--- src/design/axi_xbar_pkg.sv ---
`default_nettype none

package axi_xbar_pkg;

	localparam int NUM_MASTERS = 3;
	localparam int NUM_SLAVES  = 4;
	localparam int ADDR_BITS   = 32;
	localparam int ID_BITS     = 4;
	localparam int LEN_BITS    = 4;
	localparam int SIZE_BITS   = 3;
	localparam int MID_BITS    = 2;
	localparam int SID_BITS    = 2;

	typedef logic [ADDR_BITS-1:0]        axi_addr_t;
	typedef logic [ID_BITS-1:0]          axi_id_t;
	// Master number on top of the master id
	typedef logic [ID_BITS+MID_BITS-1:0] axi_ids_t;
	typedef logic [LEN_BITS-1:0]         axi_len_t;
	typedef logic [SIZE_BITS-1:0]        axi_size_t;
	typedef logic [1:0]                  axi_burst_t;
	typedef logic [MID_BITS-1:0]         master_idx_t;
	typedef logic [SID_BITS-1:0]         slave_idx_t;

	// Two 64 KB regions low, two 256 MB regions above
	localparam axi_addr_t SLAVE_BASE [NUM_SLAVES] = '{
		32'h0000_0000,
		32'h0001_0000,
		32'h1000_0000,
		32'h2000_0000
	};
	localparam axi_addr_t SLAVE_MASK [NUM_SLAVES] = '{
		32'hffff_0000,
		32'hffff_0000,
		32'hf000_0000,
		32'hf000_0000
	};

	typedef enum logic {
		ARB_IDLE,
		ARB_BUSY
	} arb_state_t;

endpackage

`default_nettype wire
--- src/design/aw_if.sv ---
`timescale 1ns/1ns
`default_nettype none

interface aw_if #(
	parameter int ID_W = axi_xbar_pkg::ID_BITS
);
	import axi_xbar_pkg::*;

	logic [ID_W-1:0] id;
	axi_addr_t       addr;
	axi_len_t        len;
	axi_size_t       size;
	axi_burst_t      burst;
	logic            valid;
	logic            ready;

	// Issuing side of the channel
	modport master (
		output id, addr, len, size, burst, valid,
		input  ready
	);

	modport slave (
		input  id, addr, len, size, burst, valid,
		output ready
	);

endinterface

`default_nettype wire

--- src/design/aw_xbar_top.sv ---
`timescale 1ns/1ns
`default_nettype none

module aw_xbar_top (
	input  wire                              aclk,
	input  wire                              rst_n,
	// Masters
	input  wire axi_xbar_pkg::axi_id_t       m_awid    [axi_xbar_pkg::NUM_MASTERS],
	input  wire axi_xbar_pkg::axi_addr_t     m_awaddr  [axi_xbar_pkg::NUM_MASTERS],
	input  wire axi_xbar_pkg::axi_len_t      m_awlen   [axi_xbar_pkg::NUM_MASTERS],
	input  wire axi_xbar_pkg::axi_size_t     m_awsize  [axi_xbar_pkg::NUM_MASTERS],
	input  wire axi_xbar_pkg::axi_burst_t    m_awburst [axi_xbar_pkg::NUM_MASTERS],
	input  wire                              m_awvalid [axi_xbar_pkg::NUM_MASTERS],
	output logic                             m_awready [axi_xbar_pkg::NUM_MASTERS],
	// Slaves
	output axi_xbar_pkg::axi_ids_t           s_awid    [axi_xbar_pkg::NUM_SLAVES],
	output axi_xbar_pkg::axi_addr_t          s_awaddr  [axi_xbar_pkg::NUM_SLAVES],
	output axi_xbar_pkg::axi_len_t           s_awlen   [axi_xbar_pkg::NUM_SLAVES],
	output axi_xbar_pkg::axi_size_t          s_awsize  [axi_xbar_pkg::NUM_SLAVES],
	output axi_xbar_pkg::axi_burst_t         s_awburst [axi_xbar_pkg::NUM_SLAVES],
	output logic                             s_awvalid [axi_xbar_pkg::NUM_SLAVES],
	input  wire                              s_awready [axi_xbar_pkg::NUM_SLAVES],
	// Decode error
	output logic                             decerr,
	output axi_xbar_pkg::master_idx_t        decerr_master
);
	import axi_xbar_pkg::*;

	slave_idx_t             target [NUM_MASTERS];
	logic [NUM_MASTERS-1:0] hit;
	logic [NUM_MASTERS-1:0] req;
	logic                   grant_valid;
	master_idx_t            grant;
	logic                   done;

	aw_if #(.ID_W(ID_BITS))          m_if [NUM_MASTERS] ();
	aw_if #(.ID_W($bits(axi_ids_t))) s_if [NUM_SLAVES] ();

	for (genvar m = 0; m < NUM_MASTERS; m++) begin : g_mst
		assign m_if[m].id    = m_awid[m];
		assign m_if[m].addr  = m_awaddr[m];
		assign m_if[m].len   = m_awlen[m];
		assign m_if[m].size  = m_awsize[m];
		assign m_if[m].burst = m_awburst[m];
		assign m_if[m].valid = m_awvalid[m];
		assign m_awready[m]  = m_if[m].ready;
		assign req[m]        = m_awvalid[m];
	end

	for (genvar s = 0; s < NUM_SLAVES; s++) begin : g_slv
		assign s_awid[s]     = s_if[s].id;
		assign s_awaddr[s]   = s_if[s].addr;
		assign s_awlen[s]    = s_if[s].len;
		assign s_awsize[s]   = s_if[s].size;
		assign s_awburst[s]  = s_if[s].burst;
		assign s_awvalid[s]  = s_if[s].valid;
		assign s_if[s].ready = s_awready[s];
	end

	aw_addr_decoder i_decoder (
		.addr   (m_awaddr),
		.target (target),
		.hit    (hit)
	);

	aw_arbiter i_arbiter (
		.aclk        (aclk),
		.rst_n       (rst_n),
		.req         (req),
		.done        (done),
		.grant_valid (grant_valid),
		.grant       (grant)
	);

	write_address_channel i_channel (
		.aclk          (aclk),
		.rst_n         (rst_n),
		.mst           (m_if),
		.slv           (s_if),
		.grant_valid   (grant_valid),
		.grant         (grant),
		.target        (target),
		.hit           (hit),
		.done          (done),
		.decerr        (decerr),
		.decerr_master (decerr_master)
	);

endmodule

`default_nettype wire

--- src/design/write_address_channel.sv ---
`timescale 1ns/1ns
`default_nettype none

module write_address_channel (
	input  wire                                  aclk,
	input  wire                                  rst_n,
	aw_if.slave                                  mst [axi_xbar_pkg::NUM_MASTERS],
	aw_if.master                                 slv [axi_xbar_pkg::NUM_SLAVES],
	input  wire                                  grant_valid,
	input  wire axi_xbar_pkg::master_idx_t       grant,
	input  wire axi_xbar_pkg::slave_idx_t        target [axi_xbar_pkg::NUM_MASTERS],
	input  wire [axi_xbar_pkg::NUM_MASTERS-1:0]  hit,
	output logic                                 done,
	output logic                                 decerr,
	output axi_xbar_pkg::master_idx_t            decerr_master
);
	import axi_xbar_pkg::*;

	axi_id_t                m_id    [NUM_MASTERS];
	axi_addr_t              m_addr  [NUM_MASTERS];
	axi_len_t               m_len   [NUM_MASTERS];
	axi_size_t              m_size  [NUM_MASTERS];
	axi_burst_t             m_burst [NUM_MASTERS];
	logic [NUM_MASTERS-1:0] m_valid;
	logic [NUM_SLAVES-1:0]  s_ready;
	logic [NUM_SLAVES-1:0]  s_sel;
	logic [NUM_SLAVES-1:0]  s_valid;

	axi_ids_t   sel_id;
	axi_addr_t  sel_addr;
	axi_len_t   sel_len;
	axi_size_t  sel_size;
	axi_burst_t sel_burst;
	slave_idx_t sel_target;
	logic       sel_hit;
	logic       sel_valid;
	logic       ready_sel;
	logic       started;
	logic       first_cycle;

	// Master side: flatten fields, return ready to the granted one only
	for (genvar m = 0; m < NUM_MASTERS; m++) begin : g_mst
		assign m_id[m]    = mst[m].id;
		assign m_addr[m]  = mst[m].addr;
		assign m_len[m]   = mst[m].len;
		assign m_size[m]  = mst[m].size;
		assign m_burst[m] = mst[m].burst;
		assign m_valid[m] = mst[m].valid;
		assign mst[m].ready = grant_valid && (grant == m) && ready_sel;
	end

	// Granted request
	assign sel_id     = {grant, m_id[grant]};
	assign sel_addr   = m_addr[grant];
	assign sel_len    = m_len[grant];
	assign sel_size   = m_size[grant];
	assign sel_burst  = m_burst[grant];
	assign sel_valid  = m_valid[grant];
	assign sel_target = target[grant];
	assign sel_hit    = hit[grant];

	// Set after the first busy cycle, cleared once the transfer is done
	always_ff @(posedge aclk) begin
		if (!rst_n) begin
			started <= 1'b0;
		end else begin
			started <= grant_valid && !done;
		end
	end

	assign first_cycle = grant_valid && !started;

	// Unmapped requests are accepted locally, once
	assign ready_sel = sel_hit ? s_ready[sel_target] : first_cycle;
	assign done      = grant_valid &&
	                   (sel_hit ? (sel_valid && s_ready[sel_target]) : first_cycle);

	assign decerr        = first_cycle && !sel_hit;
	assign decerr_master = grant;

	// Slave side: only the decoded target sees the request
	for (genvar s = 0; s < NUM_SLAVES; s++) begin : g_slv
		assign s_ready[s] = slv[s].ready;
		assign s_sel[s]   = grant_valid && sel_hit && (sel_target == s);
		assign s_valid[s] = s_sel[s] && sel_valid;

		assign slv[s].valid = s_valid[s];
		assign slv[s].id    = s_sel[s] ? sel_id    : '0;
		assign slv[s].addr  = s_sel[s] ? sel_addr  : '0;
		assign slv[s].len   = s_sel[s] ? sel_len   : '0;
		assign slv[s].size  = s_sel[s] ? sel_size  : '0;
		assign slv[s].burst = s_sel[s] ? sel_burst : '0;
	end

	// One transfer in flight across all slaves
	a_one_slave: assert property (
		@(posedge aclk) disable iff (!rst_n)
		$onehot0(s_valid)
	) else $error("more than one slave valid: %b", s_valid);

endmodule

`default_nettype wire

--- src/design/aw_arbiter.sv ---
`timescale 1ns/1ns
`default_nettype none

module aw_arbiter (
	input  wire                                  aclk,
	input  wire                                  rst_n,
	input  wire [axi_xbar_pkg::NUM_MASTERS-1:0]  req,
	input  wire                                  done,
	output logic                                 grant_valid,
	output axi_xbar_pkg::master_idx_t            grant
);
	import axi_xbar_pkg::*;

	arb_state_t  state;
	master_idx_t next_grant;
	logic        found;

	// Search starts one past the last grant and wraps around
	always_comb begin
		int idx;

		next_grant = grant;
		found      = 1'b0;
		for (int off = 1; off <= NUM_MASTERS; off++) begin
			idx = (int'(grant) + off) % NUM_MASTERS;
			if (!found && req[idx]) begin
				next_grant = master_idx_t'(idx);
				found      = 1'b1;
			end
		end
	end

	// Grant register also serves as the round-robin pointer
	always_ff @(posedge aclk) begin
		if (!rst_n) begin
			state <= ARB_IDLE;
			// Last master, so master 0 wins first
			grant <= master_idx_t'(NUM_MASTERS - 1);
		end else begin
			case (state)
				ARB_IDLE: begin
					if (found) begin
						grant <= next_grant;
						state <= ARB_BUSY;
					end
				end
				ARB_BUSY: begin
					if (done) begin
						state <= ARB_IDLE;
					end
				end
				default: begin
					state <= ARB_IDLE;
				end
			endcase
		end
	end

	assign grant_valid = (state == ARB_BUSY);

	// Grant held for the whole transfer
	a_grant_stable: assert property (
		@(posedge aclk) disable iff (!rst_n)
		grant_valid |=> $stable(grant)
	) else $error("grant changed while busy");

	// Granted master must keep valid until the channel completes it
	a_req_held: assert property (
		@(posedge aclk) disable iff (!rst_n)
		grant_valid |-> req[grant]
	) else $error("master %0d dropped valid before acceptance", grant);

endmodule

`default_nettype wire

--- src/design/aw_addr_decoder.sv ---
`timescale 1ns/1ns
`default_nettype none

module aw_addr_decoder (
	input  wire axi_xbar_pkg::axi_addr_t  addr   [axi_xbar_pkg::NUM_MASTERS],
	output axi_xbar_pkg::slave_idx_t      target [axi_xbar_pkg::NUM_MASTERS],
	output logic [axi_xbar_pkg::NUM_MASTERS-1:0] hit
);
	import axi_xbar_pkg::*;

	// One bit per master and region
	logic [NUM_SLAVES-1:0] match [NUM_MASTERS];

	for (genvar m = 0; m < NUM_MASTERS; m++) begin : g_mst

		for (genvar s = 0; s < NUM_SLAVES; s++) begin : g_rgn
			assign match[m][s] = ((addr[m] & SLAVE_MASK[s]) == SLAVE_BASE[s]);
		end

		// Encode the matching region
		always_comb begin
			target[m] = '0;
			for (int s = 0; s < NUM_SLAVES; s++) begin
				if (match[m][s]) begin
					target[m] = slave_idx_t'(s);
				end
			end
		end

		// No region, no slave
		assign hit[m] = |match[m];

		// Overlapping regions would make the route ambiguous
		always_comb begin
			a_one_region: assert final ($onehot0(match[m]))
			else $error("addr %h of master %0d hits more than one region", addr[m], m);
		end

	end

endmodule

`default_nettype wire

--- config.mk ---
export PLATFORM = sky130hd
export DESIGN_NAME = aw_xbar_top
export DESIGN_NICKNAME = d
export VERILOG_FILES = /design/src/design/axi_xbar_pkg.sv /design/src/design/aw_if.sv /design/src/design/aw_xbar_top.sv /design/src/design/write_address_channel.sv /design/src/design/aw_arbiter.sv /design/src/design/aw_addr_decoder.sv
export SDC_FILE = /design/constraint.sdc
export NUM_CORES = 1
export LEC_CHECK = 0
export BUFFER_PORTS_ARGS = -buffer_cell sky130_fd_sc_hd__buf_2
export CORE_AREA = 5 5 130 132
export DETAILED_ROUTE_END_ITERATION = 10
export DIE_AREA = 0 0 135 137
export GPL_TIMING_DRIVEN = 0
export PLACE_DENSITY = 0.51
export SLEW_MARGIN = 20
export SYNTH_ARGS = -nofsm -noshare
export SYNTH_HDL_FRONTEND = slang
export SYNTH_SLANG_ARGS = --single-unit
--- constraint.sdc ---
create_clock -name aclk -period 5.6 [get_ports aclk]
set_input_delay 0.56 -clock aclk [delete_from_list [all_inputs] [get_ports aclk]]
set_output_delay 0.56 -clock aclk [all_outputs]
set_load 0.02 [all_outputs]
==> results of run 1 <==
[state kept, by name, summed over array words and instances (netlist names)]
register,cells
i_channel.started,1
i_arbiter.grant,2
i_arbiter.grant_valid,1
[area by class of cell]
type / instances / area, µm² / area share (%)
buffer: 80 / 510 / 10.7
clock buffer: 3 / 75.1 / 1.57
inverter: 9 / 33.8 / 0.706
multi-input combinational: 423 / 2300 / 48.1
sequential: 4 / 80.1 / 1.67
tap: 216 / 270 / 5.65
timing repair buffer: 303 / 1520 / 31.7
[logic make-up after synthesis]
kind of cell	count (synthesis)	share of synthesized area (%)
AO/OA/AOI/OAI	74	16.2
XOR/XNOR	3	0.942
flip-flops	4	2.87
adder cells (fa/ha/maj)	4	1.79
buffers and inverters	89	19.5
other	1	0.134
multiplexers	50	18.0
AND/OR/NAND/NOR	255	40.5
[cells in the mapped netlist, types with 2 or more instances]
master / count
inv_1: 8
nor2b_1: 3
a41oi_1: 2
nand3_1: 10
ha_1: 4
buf_2: 12
o21ai_1: 6
nand2_1: 31
a21oi_1: 35
buf_1: 4
nor2_1: 156
clkbuf_1: 16
nor3_1: 4
buf_6: 4
buf_4: 44
xor2_1: 3
nand4_1: 3
o21bai_1: 2
dfxtp_1: 4
o21ai_0: 13
nor4_1: 8
nor2_2: 28
and2_1: 2
o211ai_1: 4
mux2i_1: 49
[worst reg2reg max path: cells and delay by family, from the launching register on]
family,cells,cell delay [ns]
AO/OA/AOI/OAI,5,0.96
adder cells (fa/ha/maj),1,0.34
buffers and inverters,4,1.59
flip-flops,1,0.50
AND/OR/NAND/NOR,1,0.13
[metal layers]
metal  routed length [µm]  share of wire (%)  track usage (%)  vias to the layer above
met1                 6690                 39             19.7                     1973
met3                 1480                8.7             3.46                       16
li1                     -                  -                -                     2197
met4                  240                1.4             2.86                        2
met2                 8650                 51             30.7                      230
met5                   13              0.076                0                        -
[path summary, 6_finish.rpt]
check | start | endpoint | cells after the start
min | rst_n | i_arbiter.grant[1] | 2
max reg2reg | i_arbiter.grant[1] | i_arbiter.grant_valid | 11
max | i_arbiter.grant[1] | s_awvalid[3] | 10
min reg2reg | i_channel.started | i_channel.started | 2
[placed cells by master (no fill, tap or decap), drive strengths merged, types with 2 or more instances in the layout]
cell / netlist / final
nand2: 31 / 31
o21ai: 19 / 19
nor2: 185 / 185
nor3: 4 / 4
ha: 4 / 4
mux2i: 49 / 49
dfxtp: 4 / 4
conb: 1 / 37
o311ai: 2 / 2
buf: 64 / 367
or2: 2 / 2
nand3: 10 / 10
o211ai: 4 / 4
nand4: 3 / 3
and2: 2 / 2
clkbuf: 16 / 19
inv: 9 / 9
a41oi: 2 / 2
nor4: 9 / 9
nor2b: 3 / 3
xor2: 3 / 3
a21oi: 35 / 35
o21bai: 2 / 2
[stage by stage]
step | instance area (µm²) | total power, mW | instances | util (%)
4_1_cts | 4790 | 1.05 | 1038 | 30.7
6_report | 4790 | 1.04 | 1038 | 30.7
5_1_grt | 4790 | 1.13 | 1038 | 30.7
3_3_place_gp | 4710 | 0.939 | 1035 | 30.2
3_5_place_dp | 4710 | 0.938 | 1035 | 30.2
2_1_floorplan | 2920 | 0.664 | 516 | -
[power groups by stage]
stage / sequential [mW] / clock [mW] / combinational [mW]
6_report: 0.0535 / 0.110 / 0.880
5_1_grt: 0.0561 / 0.113 / 0.962
4_1_cts: 0.0543 / 0.111 / 0.885
3_5_place_dp: 0.0544 / 0 / 0.883
3_3_place_gp: 0.0546 / 0 / 0.885
2_1_floorplan: 0.0532 / 0 / 0.611
==> insert_results.sql, run 1 <==
INSERT INTO impl_metrics (metric_group, metric, value, unit) VALUES
('outcome', 'outcome', 'completed', ''),
('critical_path', 'worstPathRequired', '5.04', 'ns'),
('grt', 'grt_first_pass_wirelength', '24100', 'µm'),
('pwr', 'internal_power', '0.439', 'mW'),
('yosys', 'post-synth-top-area-fraction', '21.0', '%'),
('routing', 'routed-via-count', '4418', ''),
('pwr', 'vdd_ir_drop_max', '111', 'µV'),
('cts', 'cts-root-buf', 'clkbuf_16', ''),
('pwr', 'combinationalPowerShare', '84.3', '%'),
('sta', 'hold-worst-slack', '0.562', 'ns'),
('critical_path', 'crit_top_cell', 'buf_2', ''),
('cts', 'cts_hold_buf', '0', ''),
('sta', 'final_critical_path_setup_slack', '1.64', 'ns'),
('yosys', 'postSynthCellCount', '480', ''),
('critical_path', 'worstPathBufferInverterCount', '4', ''),
('grt', 'vias_in_the_first_global_route', '4396', ''),
('critical_path', 'worstSetupStartpointType', 'flop', ''),
('yosys', 'ys_seq_area_share', '2.87', '%'),
('pwr', 'power.sequential.fraction', '5.1', '%'),
('floorplanning', 'initial_core_util', '17.9', '%'),
('floorplanning', 'chip_width', '135', 'µm'),
('cts', 'cts-root-to-sink-buffers', '2', ''),
('critical_path', 'worst-setup-path-type', 'flop to output port', ''),
('critical_path', 'worstPathCellList', 'nor4b_1, nand2b_1, o21ai_1, or2_1, buf_2, nand4b_1, clkbuf_1, nor2_1, buf_4, buf_2', ''),
('sta', 'setup_tns', '0', 'ns'),
('critical_path', 'critical_path.top_delay_family', 'simple AND/OR/NAND/NOR gates', ''),
('yosys', 'ys_seq_elements', '4', ''),
('placement', 'port_buffers', '303', ''),
('final_layout', 'final_layout_size_suffix_gt1_share', '48.8', '%'),
('sta', 'rsz0062_at_grt', 'false', ''),
('grt', 'grt_antenna_before_repair', '1', ''),
('yosys', 'synth_flop_cell', 'dfxtp_1', ''),
('final_layout', 'finish.net_count', '972', ''),
('yosys', 'asyncSetResetFlopFracSynth', '0', '%'),
('pwr', 'power_frac_clock', '10.6', '%'),
('grt', 'overflow', '0', ''),
('cts', 'clock-sinks', '4', ''),
('cts', 'tritoncts', 'done', ''),
('routing', 'postRouteAntennaNets', '0', ''),
('final_layout', 'num-fill-cells', '1853', ''),
('critical_path', 'critical-path-slowest-cell', 'nor4b_1', ''),
('min_path', 'hold_path.class', 'input port to flop', ''),
('sta', 'report.final.setup_viol', '0', ''),
('critical_path', 'cp_data_arrival_time', '3.40', 'ns'),
('cts', 'clock_tree.htree_level_count', '1', ''),
('pwr', 'switching_share', '57.9', '%'),
('cts', 'clock_latency_reported_for_the_late_side_of_the_worst_skew_pair', '0.22', 'ns'),
('cts', 'cts.repair_timing.setup_buffer_count', '0', ''),
('routing', 'drt_drc_violations_left', '0', ''),
('cts', 'cts-buffers-inserted', '3', ''),
('floorplanning', 'num_rows', '46', ''),
('cts', 'cts.reportedPaths.clkPinSlew', '0.03', 'ns'),
('pwr', 'power.leakage', '2.93', 'nW'),
('routing', 'route.final.wire_length', '17100', 'µm'),
('grt', 'globalRouteTotalUtil', '16.5', '%'),
('yosys', 'post-synth-top-area-cell', 'nor2_1', ''),
('floorplanning', 'die_h', '137', 'µm'),
('yosys', 'number_of_warning_messages_in_the_yosys_log', '0', ''),
('sta', 'finClkSkew', '0.000726', 'ns'),
('yosys', 'synth_cell_type_count', '50', ''),
('sta', 'timing.final.crit_period', '3.96', 'ns'),
('routing', 'detail_route.first_pass.iterations', '5', ''),
('yosys', 'synth.avg_cell_area', '5.81', 'µm²'),
('final_layout', 'antenna_cells', '0', ''),
('yosys', 'synth_enable_flop_cells', '0', ''),
('cts', 'cts_resized', '0', ''),
('critical_path', 'worst_path_largest_cell_delay', '0.70', 'ns'),
('pwr', 'power_density', '218', 'nW/µm²'),
('job', 'cap_violations', '0', ''),
('critical_path', 'regToRegSetupSlack', '2.00', 'ns'),
('sta', 'max-slew-margin-rel', '46.0', '%');
Note: power is estimated with default switching activity, not from simulation.
==> inputs of run 2 (changes only) <==
--- a/config.mk
+++ b/config.mk
@@ -6,11 +6,11 @@
 export NUM_CORES = 1
 export LEC_CHECK = 0
 export BUFFER_PORTS_ARGS = -buffer_cell sky130_fd_sc_hd__buf_2
-export CORE_AREA = 5 5 130 132
+export CORE_AREA = 5 5 128 130
 export DETAILED_ROUTE_END_ITERATION = 10
-export DIE_AREA = 0 0 135 137
+export DIE_AREA = 0 0 133 135
 export GPL_TIMING_DRIVEN = 0
-export PLACE_DENSITY = 0.51
+export PLACE_DENSITY = 0.52
 export SLEW_MARGIN = 20
 export SYNTH_ARGS = -nofsm -noshare
 export SYNTH_HDL_FRONTEND = slang
==> constraint.sdc (replaced) <==
create_clock -name aclk -period 4.04 [get_ports aclk]
set_input_delay 0.404 -clock aclk [delete_from_list [all_inputs] [get_ports aclk]]
set_output_delay 0.404 -clock aclk [all_outputs]
set_load 0.02 [all_outputs]
==> insert_results.sql, run 2 (same netlist as run 1, synthesis figures left out) <==
INSERT INTO impl_metrics (metric_group, metric, value, unit) VALUES
('sta', 'finClkSkew', '0.00209', 'ns'),
('pwr', 'power.sequential.fraction', '5.2', '%'),
('routing', 'routed-via-count', '4323', ''),
('sta', 'final_critical_path_setup_slack', '0.415', 'ns'),
('min_path', 'hold_path.class', 'input port to flop', ''),
('floorplanning', 'die_h', '135', 'µm'),
('sta', 'setup_tns', '0', 'ns'),
('pwr', 'internal_power', '0.610', 'mW'),
('cts', 'cts-root-buf', 'clkbuf_16', ''),
('routing', 'drt_drc_violations_left', '0', ''),
('grt', 'overflow', '0', ''),
('cts', 'cts_hold_buf', '0', ''),
('sta', 'tightestPinTransition', '0.806', 'ns'),
('final_layout', 'final_layout_size_suffix_gt1_share', '48.9', '%'),
('placement', 'gpl.final_weighted_congestion', '0.853', ''),
('critical_path', 'worst-setup-path-type', 'flop to output port', ''),
('routing', 'detailed_router_s_first_iteration_violation_count', '181', ''),
('routing', 'detail_route.first_pass.iterations', '4', ''),
('grt', 'grt_first_pass_wirelength', '24800', 'µm'),
('sta', 'rsz0062_at_grt', 'false', ''),
('critical_path', 'worstPathCellList', 'buf_2, o22ai_1, a21oi_1, nand4b_1, clkbuf_1, nor2_1, buf_4, buf_2', ''),
('sta', 'max_transition_viols_final', '0', ''),
('final_layout', 'largest-register', 'i_arbiter.grant', ''),
('grt', 'globalRouteTotalUtil', '17.3', '%'),
('floorplanning', 'initial_core_util', '18.6', '%'),
('floorplanning', 'num_rows', '45', ''),
('critical_path', 'worstPathRequired', '3.64', 'ns'),
('critical_path', 'worst-path-max-fanout', '10', ''),
('routing', 'postRouteAntennaNets', '0', ''),
('grt', 'grt_antenna_before_repair', '0', ''),
('routing', 'route.final.wire_length', '17000', 'µm'),
('final_layout', 'fin_util', '31.6', '%'),
('critical_path', 'cp_data_arrival_time', '3.22', 'ns'),
('cts', 'tritoncts', 'done', ''),
('routing', 'wl_per_cell', '16.8', 'µm'),
('critical_path', 'critical-path-slowest-cell', 'a21oi_1', ''),
('grt', 'grt_start_max_net_pins', '11', ''),
('pwr', 'power.leakage', '2.93', 'nW'),
('placement', 'detailedPlace.worstSlack', '0.288', 'ns'),
('pwr', 'power_frac_clock', '10.7', '%'),
('pwr', 'combinationalPowerShare', '84.1', '%'),
('placement', 'port_buffers', '303', ''),
('job', 'cap_violations', '0', ''),
('sta', 'report.final.setup_viol', '0', ''),
('cts', 'cts-buffers-inserted', '3', ''),
('final_layout', 'area.growth.synth_to_final', '70.6', '%'),
('final_layout', 'largest_register_ff_count', '2', ''),
('critical_path', 'critical_path.top_delay_family', 'buffers and inverters', ''),
('pwr', 'power_density', '302', 'nW/µm²'),
('routing', 'drt-vias-per-instance', '4.28', ''),
('critical_path', 'worstPathBufferInverterCount', '4', ''),
('pwr', 'switching_share', '57.6', '%'),
('sta', 'timing.final.crit_share', '89.7', '%'),
('final_layout', 'num-fill-cells', '1786', ''),
('critical_path', 'end_kind', 'output port', ''),
('final_layout', 'finish.net_count', '972', ''),
('cts', 'clock_tree.htree_level_count', '1', ''),
('critical_path', 'worst_path_largest_cell_delay', '0.64', 'ns'),
('critical_path', 'worstSetupStartpointType', 'flop', ''),
('floorplanning', 'chip_width', '133', 'µm'),
('final_layout', 'antenna_cells', '0', ''),
('critical_path', 'crit_top_cell', 'buf_2', ''),
('pwr', 'power_switching', '0.828', 'mW'),
('cts', 'clock_latency_reported_for_the_late_side_of_the_worst_skew_pair', '0.22', 'ns'),
('sta', 'timing.final.crit_period', '3.63', 'ns'),
('floorplanning', 'design.die.area', '18000', 'µm²'),
('cts', 'clock-sinks', '4', ''),
('sta', 'max-slew-margin-rel', '46.3', '%'),
('outcome', 'outcome', 'completed', ''),
('sta', 'finalHoldViolCount', '0', ''),
('floorplanning', 'core_area', '15000', 'µm²'),
('sta', 'max_freq', '276', 'MHz'),
('final_layout', 'layout_common_cells', 'buf_2, nor2_1, mux2i_1', ''),
('pwr', 'vdd_ir_drop_max', '159', 'µV'),
('cts', 'cts-root-to-sink-buffers', '2', ''),
('floorplanning', 'num_io_pins', '342', ''),
('final_layout', 'final_common_cell', 'buf_2', ''),
('grt', 'vias_in_the_first_global_route', '4370', ''),
('placement', 'hpwl', '14500', 'µm'),
('cts', 'cts.reportedPaths.clkPinSlew', '0.03', 'ns');
run 2: cell counts in the layout (fill, tap and decap cells not counted):
Identical to the previous run, type by type.
run 2: power groups by stage:
stage	registers [mW]	logic, mW	clock network, mW
2_1_floorplan	0.0737	0.847	0
3_3_place_gp	0.0760	1.22	0
3_5_place_dp	0.0753	1.22	0
4_1_cts	0.0750	1.22	0.154
5_1_grt	0.0783	1.34	0.157
6_report	0.0746	1.21	0.154
run 2: timing repair:
action | CTS | global route
endpoints found under the setup margin | 0 | 60
setup buffers | 0 | 0
gates resized for setup | 0 | 1
run 2: final timing paths:
path	endpoint	startpoint	slack, ns	depth (start not counted)
setup / recovery	s_awvalid[3]	i_arbiter.grant[1]	0.41	8
hold / removal	i_arbiter.grant[1]	rst_n	0.41	2
setup reg to reg	i_arbiter.grant_valid	i_arbiter.grant[1]	0.52	11
hold reg to reg	i_channel.started	i_channel.started	0.65	2
run 2: final cells by class:
class | count | area (µm²) | area share (%)
sequential | 4 | 80.1 | 1.68
buffer | 80 | 510 | 10.7
tap | 188 | 235 | 4.94
multi-input combinational | 423 | 2310 | 48.5
timing repair buffer | 303 | 1520 | 31.9
clock buffer | 3 | 75.1 | 1.58
inverter | 9 | 33.8 | 0.710
run 2: metrics by stage:
step | cell area [µm²] | power [mW] | hold WS (ns) | instances
floorplan | 2920 | 0.921 | 0.493 | 516
global placement | 4680 | 1.30 | 0.641 | 1007
detailed placement | 4680 | 1.29 | 0.639 | 1007
CTS | 4750 | 1.45 | 0.413 | 1010
global route | 4760 | 1.57 | 0.434 | 1010
finish | 4760 | 1.44 | 0.409 | 1010
run 2: routing by layer:
metal	vias up	global-route usage (%)	wire (µm)
met4	0	2.19	174
met3	12	4.10	1380
met5	-	0	0
met1	1901	20.9	6920
met2	207	31.7	8540
li1	2203	-	-
==> inputs of run 3 (changes only) <==
--- a/config.mk
+++ b/config.mk
@@ -5,13 +5,12 @@
 export SDC_FILE = /design/constraint.sdc
 export NUM_CORES = 1
 export LEC_CHECK = 0
-export BUFFER_PORTS_ARGS = -buffer_cell sky130_fd_sc_hd__buf_2
-export CORE_AREA = 5 5 128 130
+export CORE_AREA = 4 4 132 134
 export DETAILED_ROUTE_END_ITERATION = 10
-export DIE_AREA = 0 0 133 135
+export DIE_AREA = 0 0 136 138
+export DONT_BUFFER_PORTS = 1
 export GPL_TIMING_DRIVEN = 0
-export PLACE_DENSITY = 0.52
-export SLEW_MARGIN = 20
+export PLACE_DENSITY = 0.31
 export SYNTH_ARGS = -nofsm -noshare
 export SYNTH_HDL_FRONTEND = slang
 export SYNTH_SLANG_ARGS = --single-unit
==> insert_results.sql, run 3 (same netlist as run 1, synthesis figures left out) <==
INSERT INTO impl_metrics (metric_group, metric, value, unit) VALUES
('critical_path', 'end_kind', 'output port', ''),
('pwr', 'vdd_ir_drop_max', '138', 'µV'),
('min_path', 'min_path_cells', '1', ''),
('critical_path', 'worstPathBufferInverterCount', '3', ''),
('sta', 'max_freq', '275', 'MHz'),
('floorplanning', 'initial_core_util', '17.1', '%'),
('sta', 'max_transition_viols_final', '0', ''),
('critical_path', 'worst-path-max-fanout', '10', ''),
('floorplanning', 'design.die.area', '18800', 'µm²'),
('routing', 'detail_route.first_pass.iterations', '4', ''),
('routing', 'route.final.wire_length', '14700', 'µm'),
('final_layout', 'multi_input_comb_area', '2320', 'µm²'),
('final_layout', 'final_layout_size_suffix_gt1_share', '19.8', '%'),
('sta', 'rsz0062_at_grt', 'false', ''),
('cts', 'clock-sinks', '4', ''),
('sta', 'timing.final.crit_share', '89.9', '%'),
('final_layout', 'final_common_cell', 'nor2_1', ''),
('cts', 'clock_latency_reported_for_the_late_side_of_the_worst_skew_pair', '0.22', 'ns'),
('placement', 'total_instance_count_after_detailed_placement', '736', ''),
('floorplanning', 'die_h', '138', 'µm'),
('sta', 'finClkSkew', '0.0000733', 'ns'),
('final_layout', 'largest-register', 'i_arbiter.grant', ''),
('pwr', 'total_power', '1.34', 'mW'),
('sta', 'setup_tns', '0', 'ns'),
('critical_path', 'critical_path.top_delay_family', 'buffers and inverters', ''),
('critical_path', 'worstPathRequired', '3.64', 'ns'),
('critical_path', 'reg2regPathDepth', '11', ''),
('outcome', 'outcome', 'completed', ''),
('critical_path', 'worstSetupStartpointType', 'flop', ''),
('critical_path', 'worst_path_largest_cell_delay', '0.60', 'ns'),
('sta', 'finalHoldViolCount', '0', ''),
('grt', 'globalRouteTotalUtil', '14.3', '%'),
('placement', 'port_buffers', '0', ''),
('grt', 'overflow', '0', ''),
('sta', 'tightestPinTransition', '0.695', 'ns'),
('final_layout', 'antenna_cells', '0', ''),
('critical_path', 'critical_path_depth', '8', ''),
('sta', 'report.final.setup_viol', '0', ''),
('floorplanning', 'num_rows', '47', ''),
('final_layout', 'fin_util', '20.3', '%'),
('sta', 'hold-worst-slack', '0.290', 'ns'),
('cts', 'clock_tree.htree_level_count', '1', ''),
('routing', 'drt_drc_violations_left', '0', ''),
('final_layout', 'area.growth.synth_to_final', '18.7', '%'),
('grt', 'vias_in_the_first_global_route', '3461', ''),
('grt', 'grt_start_max_net_pins', '11', ''),
('grt', 'grt_first_pass_wirelength', '20900', 'µm'),
('grt', 'grt_antenna_before_repair', '0', ''),
('floorplanning', 'num_io_pins', '342', ''),
('sta', 'timing.final.crit_period', '3.63', 'ns'),
('sta', 'max-slew-margin-rel', '53.7', '%'),
('cts', 'cts-root-to-sink-buffers', '2', ''),
('cts', 'tritoncts', 'done', ''),
('cts', 'cts_hold_buf', '0', ''),
('routing', 'routed-via-count', '3427', ''),
('pwr', 'power_density', '405', 'nW/µm²'),
('cts', 'cts-root-buf', 'clkbuf_16', ''),
('final_layout', 'num-fill-cells', '1895', ''),
('final_layout', 'post_layout_nonfiller_instances', '741', ''),
('critical_path', 'crit_top_cell', 'buf_2', ''),
('floorplanning', 'chip_width', '136', 'µm'),
('final_layout', 'layout_common_cells', 'nor2_1, mux2i_1, buf_4', ''),
('pwr', 'power.leakage', '1.50', 'nW'),
('critical_path', 'critical-path-slowest-cell', 'dfxtp_1', ''),
('final_layout', 'finish.net_count', '671', ''),
('job', 'cap_violations', '0', ''),
('routing', 'detailed_router_s_first_iteration_violation_count', '197', ''),
('cts', 'cts-buffers-inserted', '3', ''),
('final_layout', 'largest_register_ff_count', '2', ''),
('placement', 'gpl.final_weighted_congestion', '0.819', ''),
('critical_path', 'worstPathCellList', 'buf_2, a21oi_1, a221oi_2, or2_1, buf_2, nand4b_1, clkbuf_1, nor2_1', ''),
('routing', 'drt-vias-per-instance', '4.62', ''),
('critical_path', 'cp_data_arrival_time', '3.23', 'ns'),
('placement', 'hpwl', '12700', 'µm'),
('critical_path', 'worst-setup-path-type', 'flop to output port', ''),
('cts', 'cts.reportedPaths.clkPinSlew', '0.03', 'ns'),
('min_path', 'hold_path.class', 'input port to flop', ''),
('final_layout', 'seq_area', '80.1', 'µm²'),
('routing', 'postRouteAntennaNets', '0', ''),
('floorplanning', 'core_area', '16300', 'µm²'),
('routing', 'wl_per_cell', '19.9', 'µm');
==> run 3: cell type report <==
| class | count | area share [%] |
|---|---|---|
| multi-input combinational | 423 | 70.1 |
| buffer | 80 | 15.5 |
| timing repair buffer | 2 | 0.454 |
| sequential | 4 | 2.42 |
| clock buffer | 3 | 2.27 |
| inverter | 9 | 1.02 |
| tap | 220 | 8.32 |
==> run 3: final timing paths <==
| path | from | end | slack (ns) |
|---|---|---|---|
| setup / recovery | i_arbiter.grant[0] | s_awburst[6] | 0.41 |
| hold / removal | rst_n | i_arbiter.grant[1] | 0.29 |
| setup reg to reg | i_arbiter.grant[1] | i_arbiter.grant_valid | 0.65 |
| hold reg to reg | i_channel.started | i_channel.started | 0.67 |
==> run 3: where the power goes <==
| part | internal [mW] | switching, mW |
|---|---|---|
| Sequential | 0.0527 | 0.0346 |
| Combinational | 0.357 | 0.743 |
| Clock | 0.126 | 0.0253 |
==> run 3: layer usage <==
layer	global-route usage [%]	share of wire (%)	up-vias
met2	27.5	52	239
met4	3.18	2.1	0
met1	16.2	37	1570
met5	0	0	-
li1	-	-	1598
met3	2.29	9.1	20
==> run 3: timing repair <==
item / CTS / global route
pin swaps: 0 / 1
setup buffers: 0 / 2
endpoints found under the setup margin: 76 / 43
gates resized for setup: 1 / 3
==> run 3: stage by stage <==
step	worst slack [ns]	area (µm²)
CTS	0.00977	3280
detailed placement	-0.0383	3200
global route	0.0878	3310
floorplan	1.16	2920
finish	0.408	3310
global placement	-0.0172	3200
